[config.mk]
export PLATFORM = sky130hd
export DESIGN_NAME = ooo_backend_top
export DESIGN_NICKNAME = d
export VERILOG_FILES = /design/src/source/ooo_pkg.sv /design/src/source/reorder_buffer.sv /design/src/source/alu_unit.sv /design/src/source/mul_unit.sv /design/src/source/cdb_arbiter.sv /design/src/source/ooo_backend_top.sv
export SDC_FILE = /design/constraint.sdc
export NUM_CORES = 2
export LEC_CHECK = 0
export ABC_AREA = 1
export ABC_CLOCK_PERIOD_IN_PS = 19480
export BUFFER_PORTS_ARGS = -buffer_cell sky130_fd_sc_hd__buf_2
export CAP_MARGIN = 20
export CORE_ASPECT_RATIO = 0.7
export CORE_MARGIN = 2
export CORE_UTILIZATION = 40
export CTS_CLUSTER_DIAMETER = 150
export DETAILED_ROUTE_END_ITERATION = 6
export PLACE_DENSITY = 0.51
export SLEW_MARGIN = 20
export SYNTH_ARGS = -nofsm -noshare
export SYNTH_HDL_FRONTEND = slang
export SYNTH_SLANG_ARGS = --single-unit
[constraint.sdc]
create_clock -name clk -period 19.48 [get_ports clk]
set_input_delay 2.922 -clock clk [delete_from_list [all_inputs] [get_ports clk]]
set_output_delay 2.922 -clock clk [all_outputs]
set_load 0.01 [all_outputs]
[src/source/ooo_pkg.sv]
package ooo_pkg;

    // tag width, rob depth must be 2**ROB_TAG_W
    localparam int ROB_TAG_W = 3;

    typedef logic [ROB_TAG_W-1:0] rob_tag_t;

    // major opcodes handled by this back end
    localparam logic [6:0] OPC_OP        = 7'b0110011;
    localparam logic [6:0] OPC_OP_IMM    = 7'b0010011;
    // M extension marker in funct7
    localparam logic [6:0] FUNCT7_MULDIV = 7'b0000001;

    typedef struct packed {
        logic [6:0] funct7;
        logic [4:0] rs2;
        logic [4:0] rs1;
        logic [2:0] funct3;
        logic [4:0] rd;
        logic [6:0] opcode;
    } r_fields_t;

    typedef struct packed {
        logic [11:0] imm12;
        logic [4:0]  rs1;
        logic [2:0]  funct3;
        logic [4:0]  rd;
        logic [6:0]  opcode;
    } i_fields_t;

    // same instruction word, register or immediate view
    typedef union packed {
        r_fields_t r_fields;
        i_fields_t i_fields;
    } rv_inst_u;

    // decoded instruction with operands already read
    typedef struct packed {
        logic        valid;
        logic [31:0] pc;
        rv_inst_u    inst;
        logic [31:0] rs1_val;
        logic [31:0] rs2_val;
        logic [4:0]  rd;
    } dispatch_t;

    // rob to execution unit
    typedef struct packed {
        logic        valid;
        rob_tag_t    tag;
        rv_inst_u    inst;
        logic [31:0] rs1_val;
        logic [31:0] rs2_val;
    } issue_t;

    // unit result, also the cdb format
    typedef struct packed {
        logic        valid;
        rob_tag_t    tag;
        logic [31:0] data;
    } result_t;

    typedef enum logic [1:0] {
        ROB_EMPTY = 2'd0,
        ROB_WAIT  = 2'd1,
        ROB_DONE  = 2'd2
    } rob_status_e;

    typedef struct packed {
        rob_status_e status;
        logic [31:0] pc;
        logic [4:0]  rd;
        logic [31:0] data;
    } rob_entry_t;

    // retire strobe toward the register file
    typedef struct packed {
        logic        valid;
        rob_tag_t    tag;
        logic [31:0] pc;
        logic [4:0]  rd;
        logic [31:0] data;
    } commit_t;

endpackage

[src/source/reorder_buffer.sv]
`timescale 1ns/1ps

module reorder_buffer #(
    parameter int ROB_DEPTH = 8
) (
    input  logic               clk,
    input  logic               rst,
    input  ooo_pkg::dispatch_t dispatch_i,
    input  ooo_pkg::result_t   cdb_i,
    output ooo_pkg::issue_t    alu_issue_o,
    output ooo_pkg::issue_t    mul_issue_o,
    output ooo_pkg::commit_t   commit_o,
    output logic               full_o
);
    import ooo_pkg::*;

    localparam int CNT_W = $clog2(ROB_DEPTH + 1);

    rob_entry_t       rob_q [ROB_DEPTH];
    rob_tag_t         head_q;
    rob_tag_t         tail_q;
    logic [CNT_W-1:0] count_q;
    logic             is_mul;
    logic             cdb_hits_head;
    logic             head_ready;
    logic [31:0]      head_data;
    issue_t           issue_d;
    issue_t           alu_issue_q;
    issue_t           mul_issue_q;
    commit_t          commit_q;

    assign full_o = (count_q == CNT_W'(ROB_DEPTH));

    // OP group with the muldiv funct7 goes to the multiplier
    assign is_mul = (dispatch_i.inst.r_fields.opcode == OPC_OP) &&
                    (dispatch_i.inst.r_fields.funct7 == FUNCT7_MULDIV);

    always_comb begin
        issue_d.valid   = dispatch_i.valid;
        // tag is simply the slot index
        issue_d.tag     = tail_q;
        issue_d.inst    = dispatch_i.inst;
        issue_d.rs1_val = dispatch_i.rs1_val;
        issue_d.rs2_val = dispatch_i.rs2_val;
    end

    // cdb result for the waiting head retires straight away
    assign cdb_hits_head = cdb_i.valid && (cdb_i.tag == head_q) &&
                           (rob_q[head_q].status == ROB_WAIT);
    assign head_ready    = (rob_q[head_q].status == ROB_DONE) || cdb_hits_head;
    assign head_data     = cdb_hits_head ? cdb_i.data : rob_q[head_q].data;

    always_ff @(posedge clk) begin
        if (rst) begin
            head_q            <= '0;
            tail_q            <= '0;
            count_q           <= '0;
            alu_issue_q.valid <= 1'b0;
            mul_issue_q.valid <= 1'b0;
            commit_q.valid    <= 1'b0;
            for (int i = 0; i < ROB_DEPTH; i++) begin
                rob_q[i].status <= ROB_EMPTY;
            end
        end else begin
            // issue register, one unit per dispatch
            alu_issue_q       <= issue_d;
            alu_issue_q.valid <= dispatch_i.valid && !is_mul;
            mul_issue_q       <= issue_d;
            mul_issue_q.valid <= dispatch_i.valid && is_mul;

            // allocate tail
            if (dispatch_i.valid) begin
                rob_q[tail_q].status <= ROB_WAIT;
                rob_q[tail_q].pc     <= dispatch_i.pc;
                rob_q[tail_q].rd     <= dispatch_i.rd;
                tail_q               <= tail_q + 1'b1;
            end

            // writeback from the bus
            if (cdb_i.valid && !cdb_hits_head) begin
                rob_q[cdb_i.tag].status <= ROB_DONE;
                rob_q[cdb_i.tag].data   <= cdb_i.data;
            end

            // in-order retire, one per cycle
            commit_q.valid <= head_ready;
            commit_q.tag   <= head_q;
            commit_q.pc    <= rob_q[head_q].pc;
            commit_q.rd    <= rob_q[head_q].rd;
            commit_q.data  <= head_data;
            if (head_ready) begin
                rob_q[head_q].status <= ROB_EMPTY;
                head_q               <= head_q + 1'b1;
            end

            case ({dispatch_i.valid, head_ready})
                2'b10:   count_q <= count_q + 1'b1;
                2'b01:   count_q <= count_q - 1'b1;
                default: count_q <= count_q;
            endcase
        end
    end

    assign alu_issue_o = alu_issue_q;
    assign mul_issue_o = mul_issue_q;
    assign commit_o    = commit_q;

    // source must stall on full
    a_no_dispatch_full: assert property (
        @(posedge clk) disable iff (rst) dispatch_i.valid |-> !full_o
    ) else $error("dispatch while rob full");

    // arbiter only broadcasts tags that are still outstanding
    a_cdb_tag_waiting: assert property (
        @(posedge clk) disable iff (rst)
        cdb_i.valid |-> (rob_q[cdb_i.tag].status == ROB_WAIT)
    ) else $error("cdb tag %0d not waiting", cdb_i.tag);

    // each dispatch becomes exactly one issue next cycle
    a_single_issue: assert property (
        @(posedge clk) disable iff (rst)
        $onehot0({alu_issue_o.valid, mul_issue_o.valid}) &&
        ((alu_issue_o.valid || mul_issue_o.valid) == $past(dispatch_i.valid))
    ) else $error("issue does not follow dispatch");

endmodule

[src/source/alu_unit.sv]
`timescale 1ns/1ps

module alu_unit (
    input  logic             clk,
    input  logic             rst,
    input  ooo_pkg::issue_t  issue_i,
    output ooo_pkg::result_t result_o
);
    import ooo_pkg::*;

    // funct3 encodings of the integer ops
    localparam logic [2:0] F3_ADD  = 3'b000;
    localparam logic [2:0] F3_SLL  = 3'b001;
    localparam logic [2:0] F3_SLT  = 3'b010;
    localparam logic [2:0] F3_SLTU = 3'b011;
    localparam logic [2:0] F3_XOR  = 3'b100;
    localparam logic [2:0] F3_SR   = 3'b101;
    localparam logic [2:0] F3_OR   = 3'b110;
    localparam logic [2:0] F3_AND  = 3'b111;

    logic        is_imm;
    logic [2:0]  funct3;
    logic        alt;
    logic [31:0] op_a;
    logic [31:0] op_b;
    logic [4:0]  shamt;
    logic [31:0] alu_out;
    result_t     result_q;

    always_comb begin
        is_imm = (issue_i.inst.i_fields.opcode == OPC_OP_IMM);
        // funct3 sits at the same place in both views
        funct3 = issue_i.inst.r_fields.funct3;
        // bit 30, also imm12[10] as the srai marker
        alt    = issue_i.inst.r_fields.funct7[5];
        op_a   = issue_i.rs1_val;
        if (is_imm) begin
            op_b = {{20{issue_i.inst.i_fields.imm12[11]}}, issue_i.inst.i_fields.imm12};
        end else begin
            op_b = issue_i.rs2_val;
        end
        shamt = op_b[4:0];

        case (funct3)
            // no subi, alt only counts for R-type
            F3_ADD:  alu_out = (alt && !is_imm) ? (op_a - op_b) : (op_a + op_b);
            F3_SLL:  alu_out = op_a << shamt;
            F3_SLT:  alu_out = {31'b0, $signed(op_a) < $signed(op_b)};
            F3_SLTU: alu_out = {31'b0, op_a < op_b};
            F3_XOR:  alu_out = op_a ^ op_b;
            F3_SR:   alu_out = alt ? $unsigned($signed(op_a) >>> shamt) : (op_a >> shamt);
            F3_OR:   alu_out = op_a | op_b;
            F3_AND:  alu_out = op_a & op_b;
        endcase
    end

    always_ff @(posedge clk) begin
        if (rst) begin
            result_q.valid <= 1'b0;
        end else begin
            result_q.valid <= issue_i.valid;
            result_q.tag   <= issue_i.tag;
            result_q.data  <= alu_out;
        end
    end

    assign result_o = result_q;

    // rob routing keeps M-extension ops away from here
    a_alu_opcode: assert property (
        @(posedge clk) disable iff (rst)
        issue_i.valid |-> ((issue_i.inst.r_fields.opcode == OPC_OP_IMM) ||
                           ((issue_i.inst.r_fields.opcode == OPC_OP) &&
                            (issue_i.inst.r_fields.funct7 != FUNCT7_MULDIV)))
    ) else $error("alu issued a non-integer opcode");

endmodule

[src/source/mul_unit.sv]
`timescale 1ns/1ps

module mul_unit #(
    parameter int MUL_STAGES = 3
) (
    input  logic             clk,
    input  logic             rst,
    input  ooo_pkg::issue_t  issue_i,
    output ooo_pkg::result_t result_o
);
    import ooo_pkg::*;

    result_t     stage_q [MUL_STAGES];
    logic [31:0] product;

    // low half is identical for signed and unsigned operands
    assign product = issue_i.rs1_val * issue_i.rs2_val;

    always_ff @(posedge clk) begin
        if (rst) begin
            for (int i = 0; i < MUL_STAGES; i++) begin
                stage_q[i].valid <= 1'b0;
            end
        end else begin
            // first stage does the multiply
            stage_q[0].valid <= issue_i.valid;
            stage_q[0].tag   <= issue_i.tag;
            stage_q[0].data  <= product;
            // rest only delays, one op per stage in flight
            for (int i = 1; i < MUL_STAGES; i++) begin
                stage_q[i] <= stage_q[i-1];
            end
        end
    end

    assign result_o = stage_q[MUL_STAGES-1];

endmodule

[src/source/cdb_arbiter.sv]
`timescale 1ns/1ps

module cdb_arbiter #(
    parameter int ROB_DEPTH = 8
) (
    input  logic             clk,
    input  logic             rst,
    input  ooo_pkg::result_t alu_result_i,
    input  ooo_pkg::result_t mul_result_i,
    output ooo_pkg::result_t cdb_o
);
    import ooo_pkg::*;

    localparam int PTR_W = $clog2(ROB_DEPTH);
    localparam int CNT_W = $clog2(ROB_DEPTH + 1);

    // index 0 is the alu queue, 1 the multiplier queue
    result_t          in_res [2];
    result_t          q_mem [2][ROB_DEPTH];
    logic [PTR_W-1:0] rd_ptr_q [2];
    logic [PTR_W-1:0] wr_ptr_q [2];
    logic [CNT_W-1:0] cnt_q [2];
    result_t          cand [2];
    logic [1:0]       avail;
    logic [1:0]       grant;
    logic [1:0]       push;
    logic [1:0]       pop;
    logic             rr_q;
    result_t          cdb_q;

    assign in_res[0] = alu_result_i;
    assign in_res[1] = mul_result_i;

    always_comb begin
        for (int q = 0; q < 2; q++) begin
            // empty queue forwards the incoming result
            avail[q] = (cnt_q[q] != '0) || in_res[q].valid;
            cand[q]  = (cnt_q[q] != '0) ? q_mem[q][rd_ptr_q[q]] : in_res[q];
        end
        grant = avail;
        if (avail == 2'b11) begin
            grant        = 2'b00;
            grant[rr_q]  = 1'b1;
        end
        for (int q = 0; q < 2; q++) begin
            pop[q]  = grant[q] && (cnt_q[q] != '0);
            push[q] = in_res[q].valid && !(grant[q] && (cnt_q[q] == '0));
        end
    end

    always_ff @(posedge clk) begin
        for (int q = 0; q < 2; q++) begin
            if (push[q]) begin
                q_mem[q][wr_ptr_q[q]] <= in_res[q];
            end
        end
    end

    always_ff @(posedge clk) begin
        if (rst) begin
            rr_q        <= 1'b0;
            cdb_q.valid <= 1'b0;
            for (int q = 0; q < 2; q++) begin
                rd_ptr_q[q] <= '0;
                wr_ptr_q[q] <= '0;
                cnt_q[q]    <= '0;
            end
        end else begin
            // pointer moves only on a real conflict
            if (avail == 2'b11) begin
                rr_q <= ~rr_q;
            end
            cdb_q       <= grant[1] ? cand[1] : cand[0];
            cdb_q.valid <= |grant;
            for (int q = 0; q < 2; q++) begin
                if (push[q]) begin
                    wr_ptr_q[q] <= wr_ptr_q[q] + 1'b1;
                end
                if (pop[q]) begin
                    rd_ptr_q[q] <= rd_ptr_q[q] + 1'b1;
                end
                case ({push[q], pop[q]})
                    2'b10:   cnt_q[q] <= cnt_q[q] + 1'b1;
                    2'b01:   cnt_q[q] <= cnt_q[q] - 1'b1;
                    default: cnt_q[q] <= cnt_q[q];
                endcase
            end
        end
    end

    assign cdb_o = cdb_q;

    // depth matches the rob, so a full queue must never take more
    for (genvar g = 0; g < 2; g++) begin : g_ovf
        a_no_overflow: assert property (
            @(posedge clk) disable iff (rst)
            (push[g] && !pop[g]) |-> (cnt_q[g] != CNT_W'(ROB_DEPTH))
        ) else $error("result queue %0d overflow", g);
    end

endmodule

[src/source/ooo_backend_top.sv]
`timescale 1ns/1ps

module ooo_backend_top #(
    parameter int ROB_DEPTH  = 8,
    parameter int MUL_STAGES = 3
) (
    input  logic               clk,
    input  logic               rst,
    input  ooo_pkg::dispatch_t dispatch_i,
    output ooo_pkg::commit_t   commit_o,
    output logic               full_o
);
    import ooo_pkg::*;

    issue_t  alu_issue;
    issue_t  mul_issue;
    result_t alu_result;
    result_t mul_result;
    // shared result bus back to the rob
    result_t cdb;

    reorder_buffer #(
        .ROB_DEPTH (ROB_DEPTH)
    ) u_rob (
        .clk         (clk),
        .rst         (rst),
        .dispatch_i  (dispatch_i),
        .cdb_i       (cdb),
        .alu_issue_o (alu_issue),
        .mul_issue_o (mul_issue),
        .commit_o    (commit_o),
        .full_o      (full_o)
    );

    alu_unit u_alu (
        .clk      (clk),
        .rst      (rst),
        .issue_i  (alu_issue),
        .result_o (alu_result)
    );

    mul_unit #(
        .MUL_STAGES (MUL_STAGES)
    ) u_mul (
        .clk      (clk),
        .rst      (rst),
        .issue_i  (mul_issue),
        .result_o (mul_result)
    );

    // queues sized like the rob so no result is ever refused
    cdb_arbiter #(
        .ROB_DEPTH (ROB_DEPTH)
    ) u_arb (
        .clk          (clk),
        .rst          (rst),
        .alu_result_i (alu_result),
        .mul_result_i (mul_result),
        .cdb_o        (cdb)
    );

endmodule

==> reports/summary.txt <==
===============================================================================================
Largest family of logic cells by synthesized area ................................ simple AND/OR/NAND/NOR gates
Number of enable flip-flop cells after synthesis .................................         1468
Hold bufs inserted after CTS .....................................................            0
Critical Path End Type ...........................................................    flip-flop
Largest fanout of any net on the critical path ...................................           18
Fraction of layout instances using a drive strength above 1 ......................      0.07146
Detailed-routing iteration count for the pre-antenna-repair pass .................            7
Sequential area share after synthesis ............................................       0.5359
Count of endpoints failing setup in the final report .............................            0
Max-capacitance violation count ..................................................            0
Worst path most repeated cell ....................................................         fa_1
Flip-flop cell with the highest count after synthesis ............................     edfxtp_1
Share of the synthesized area in compound gates (AO/OA/AOI/OAI) ..................      0.09114
Startpoint of the lowest-slack register-to-register path ......................... u_rob.alu_issue_o[41]
Starting density of the core .....................................................       0.4024
Maximum clock frequency ..........................................................    127.3 MHz
Ordered list of cells on the worst path .......................................... buf_4 > nand2_1 > fa_1 > inv_1 > fa_1 > fa_1 > inv_1 > fa_1 > inv_1 > fa_1 > inv_1 > fa_1 > inv_1 > fa_1 > fa_1 > ha_1 > nand2_1 > nor3_1 > nand4_1 > nand3_1 > a21oi_1 > o21bai_1 > xnor2_1 > nor2_1
Final layout net count ...........................................................         9296
Detailed-route DRC error count ...................................................            0
Maximum number of pins on one net before global-route repair .....................          119
Post-Route Skew ..................................................................   0.05962 ns
Slew @ Worst Pin .................................................................     1.205 ns
Critical Path AT .................................................................      8.34 ns
Die boundary height ..............................................................     386.7 um
Startpoint-to-endpoint class of the critical path ................................ flip-flop to flip-flop
DRT Wirelength ...................................................................    262100 um
Crit path buf inv count ..........................................................            6
Root buffer cell .................................................................    clkbuf_16
Final GP Congestion ..............................................................       0.9620
Antenna violations before repair .................................................           16
Average wire per standard cell ...................................................     23.02 um
Die Footprint ....................................................................   0.2129 mm2
IO buf count .....................................................................          199
Tightest slew margin relative to the limit .......................................       0.1882
Post-synthesis xor/xnor area fraction ............................................     0.004082
Period minus WS final ............................................................     7.854 ns
Hold Violations, Final ...........................................................            0
TritonCTS clock tree .............................................................        built
Mean Syn Cell Area ...............................................................    9.873 um2
Clock Latency Late Sink ..........................................................      0.81 ns
CTS H-tree lvls ..................................................................            4
Simple-gate area share of the yosys netlist ......................................       0.1613
Hold path start .................................................................. u_mul.stage_q[0][71]
Number of buffers created by CTS .................................................          162
Post-Synthesis Cells .............................................................         8475
Share of synthesized flip-flops with an asynchronous set or reset ................            0
P&R area growth vs syn ...........................................................       10.43%
Global-route wire length before repair ...........................................    391700 um
Count of clock tree sinks ........................................................         1506
Global Route Usage Sum ...........................................................       0.2445
Placeable core region ............................................................   0.2079 mm2
Std-Cell Rows ....................................................................          140
Part of the cycle the worst path needs ...........................................       0.4032
Number of distinct library cells after synthesis .................................           58
Multiplexer area fraction after synthesis ........................................    0.0002392
RSZ-0062 raised after global routing .............................................           no
Number of global-route vias before repair ........................................        59730
Layout fillers ...................................................................        19730
Largest buffer count on any clock path ...........................................            4
Synthesis warning total ..........................................................            0
Min-delay worst type ............................................................. flip-flop to flip-flop
Category of cells accounting for the largest share of critical-path delay ........  adder cells
Startpoint types .................................................................    flip-flop
Die Width ........................................................................     550.7 um
Result of the run ................................................................    completed
Critical path required time ......................................................     19.96 ns
Overflow after GRT ...............................................................            0
Post-DRT Antenna Nets ............................................................            0
Max stage delay cell, worst path .................................................     edfxtp_1
Number of I/O pins ...............................................................          210
Quantity of gates resized following cts ..........................................            0
Clock input transition at the sequential cells of the worst setup and hold paths .      0.06 ns
Detailed router's first-iteration violation count ................................         6351
Sum of net half-perimeters after detailed placement ..............................    172300 um
Synthesized area .................................................................  0.08368 mm2
Via total after detailed routing .................................................        61410
Synthesis-stage register bit count ...............................................         1506
Total Negative Setup Slacks ......................................................         0 ns
Startpoint of the most critical setup path ....................................... u_rob.alu_issue_o[41]
Avg Vias per Cell ................................................................        5.392
CP peak stage delay ..............................................................      0.74 ns
Post-Synthesis Net Count .........................................................         9260
Adder-cell share of the synthesized area .........................................       0.1340
Buffer count from post-CTS setup fixing ..........................................            0
Max-slew violation count .........................................................            0
===============================================================================================
## metrics by stage
step	area, um2	hold slack [ns]	utilization	setup slack [ns]	instances
floorplan	83680	0.3883	-	3.532	8475
global placement	87520	0.4124	0.4209	11.73	11120
detailed placement	87520	0.4083	0.4209	11.73	11120
CTS	92400	0.4205	0.4444	11.67	11390
global route	92400	0.4409	0.4444	11.32	11390
finish	92410	0.4125	0.4444	11.63	11390
## worst paths after layout
check                                              to  depth (start not counted)  slack (ns)
worst max-delay path             u_mul.stage_q[0][26]                         24       11.63
worst min-delay path            u_mul.stage_q[0][107]                          2        0.41
worst max register to register   u_mul.stage_q[0][26]                         24       11.63
worst min register to register  u_mul.stage_q[0][107]                          2        0.41
## registers in the layout, summed over array words and instances (netlist names), named ones only
register	cells
u_arb.cnt_q	8
u_arb.cdb_o	36
u_rob.count_q	4
u_mul.stage_q	108
u_arb.rr_q	1
u_rob.commit_o	73
u_rob.alu_issue_o	90
u_rob.tail_q	3
u_arb.wr_ptr_q	6
u_rob.mul_issue_o	1
u_rob.head_q	3
u_alu.result_o	36
u_arb.rd_ptr_q	6
u_arb.q_mem	560
u_rob.rob_q	568
## cells in the final DEF (no fill, tap or decap), types with 129 or more instances in the layout
| cell type | count |
|---|---|
| a21oi_1 | 181 |
| nor2_1 | 1086 |
| nand3_1 | 455 |
| clkbuf_16 | 165 |
| o21ai_0 | 648 |
| edfxtp_1 | 1468 |
| nand2_1 | 1661 |
| buf_4 | 129 |
| inv_1 | 1119 |
| buf_2 | 198 |
| fa_1 | 412 |
| ha_1 | 237 |
| o22ai_1 | 184 |
## Yosys cell counts (4+ instances only)
cell type,instances,area share
nand2_2,8,0.00060
buf_1,54,0.0024
o32ai_1,71,0.0074
fa_1,412,0.099
ha_1,237,0.035
o21ai_0,650,0.039
nor4_1,13,0.00097
xnor2_1,14,0.0015
a211oi_1,6,0.00054
nand4_1,22,0.0016
edfxtp_1,1468,0.53
o221ai_1,9,0.00094
nor2_1,1113,0.050
buf_2,51,0.0031
clkinv_1,4,0.00018
o211ai_1,50,0.0045
o21bai_1,23,0.0021
a21oi_1,181,0.011
nand3b_1,17,0.0015
dfxtp_1,38,0.0091
o21a_1,5,0.00045
clkbuf_1,333,0.015
nand2_1,1661,0.075
buf_4,11,0.00099
inv_1,1129,0.051
o21ai_2,5,0.00052
a31oi_1,88,0.0066
nor3_2,4,0.00048
or2_2,4,0.00030
nand3_1,456,0.027
buf_6,5,0.00067
inv_2,8,0.00036
a221oi_1,10,0.0010
a21o_1,5,0.00045
o22ai_1,184,0.014
xor2_1,25,0.0026
o21ai_1,27,0.0016
a21boi_0,5,0.00045
nor3_1,40,0.0024
## final cells by class
class,instances,area (um2),area share
flip-flops and latches,1506,44850,0.4854
multi-input cells,5373,32930,0.3564
clock buffers,213,4369,0.04728
inverters,1141,4309,0.04663
well taps,2769,3465,0.03749
repair buffers,327,1959,0.02120
clock inverters,60,520.5,0.005633
diodes,1,2.502,0.00002708
## cells by family (layout without fill, tap and decap cells)
family,after synthesis,in the layout
xor gates and xnor gates,39,39
AOI/OAI and AO/OA,1328,1328
DFF,1506,1506
buffers and inverters,1596,1741
muxes,2,2
and+or+nand+nor,3355,3355
adders and majority gates,649,649
other,0,1
## layer usage
layer / up-vias / wire length (um) / track usage / share of wire
met5: - / 31 / 0 / 0.00012
met4: 4 / 5630 / 0.05242 / 0.021
met3: 347 / 22900 / 0.05095 / 0.087
met2: 2346 / 106400 / 0.3406 / 0.41
met1: 30430 / 127200 / 0.3859 / 0.49
li1: 28280 / - / - / -
## tightest hold or removal path, stage by stage, from the launching register on
cell	delay (ns)
dfxtp_1	0.30
inv_1	0.05
nor2_1	0.04
Power is not shown: default switching activity piles up to over one toggle a cycle in this logic, so the estimate is an artifact.
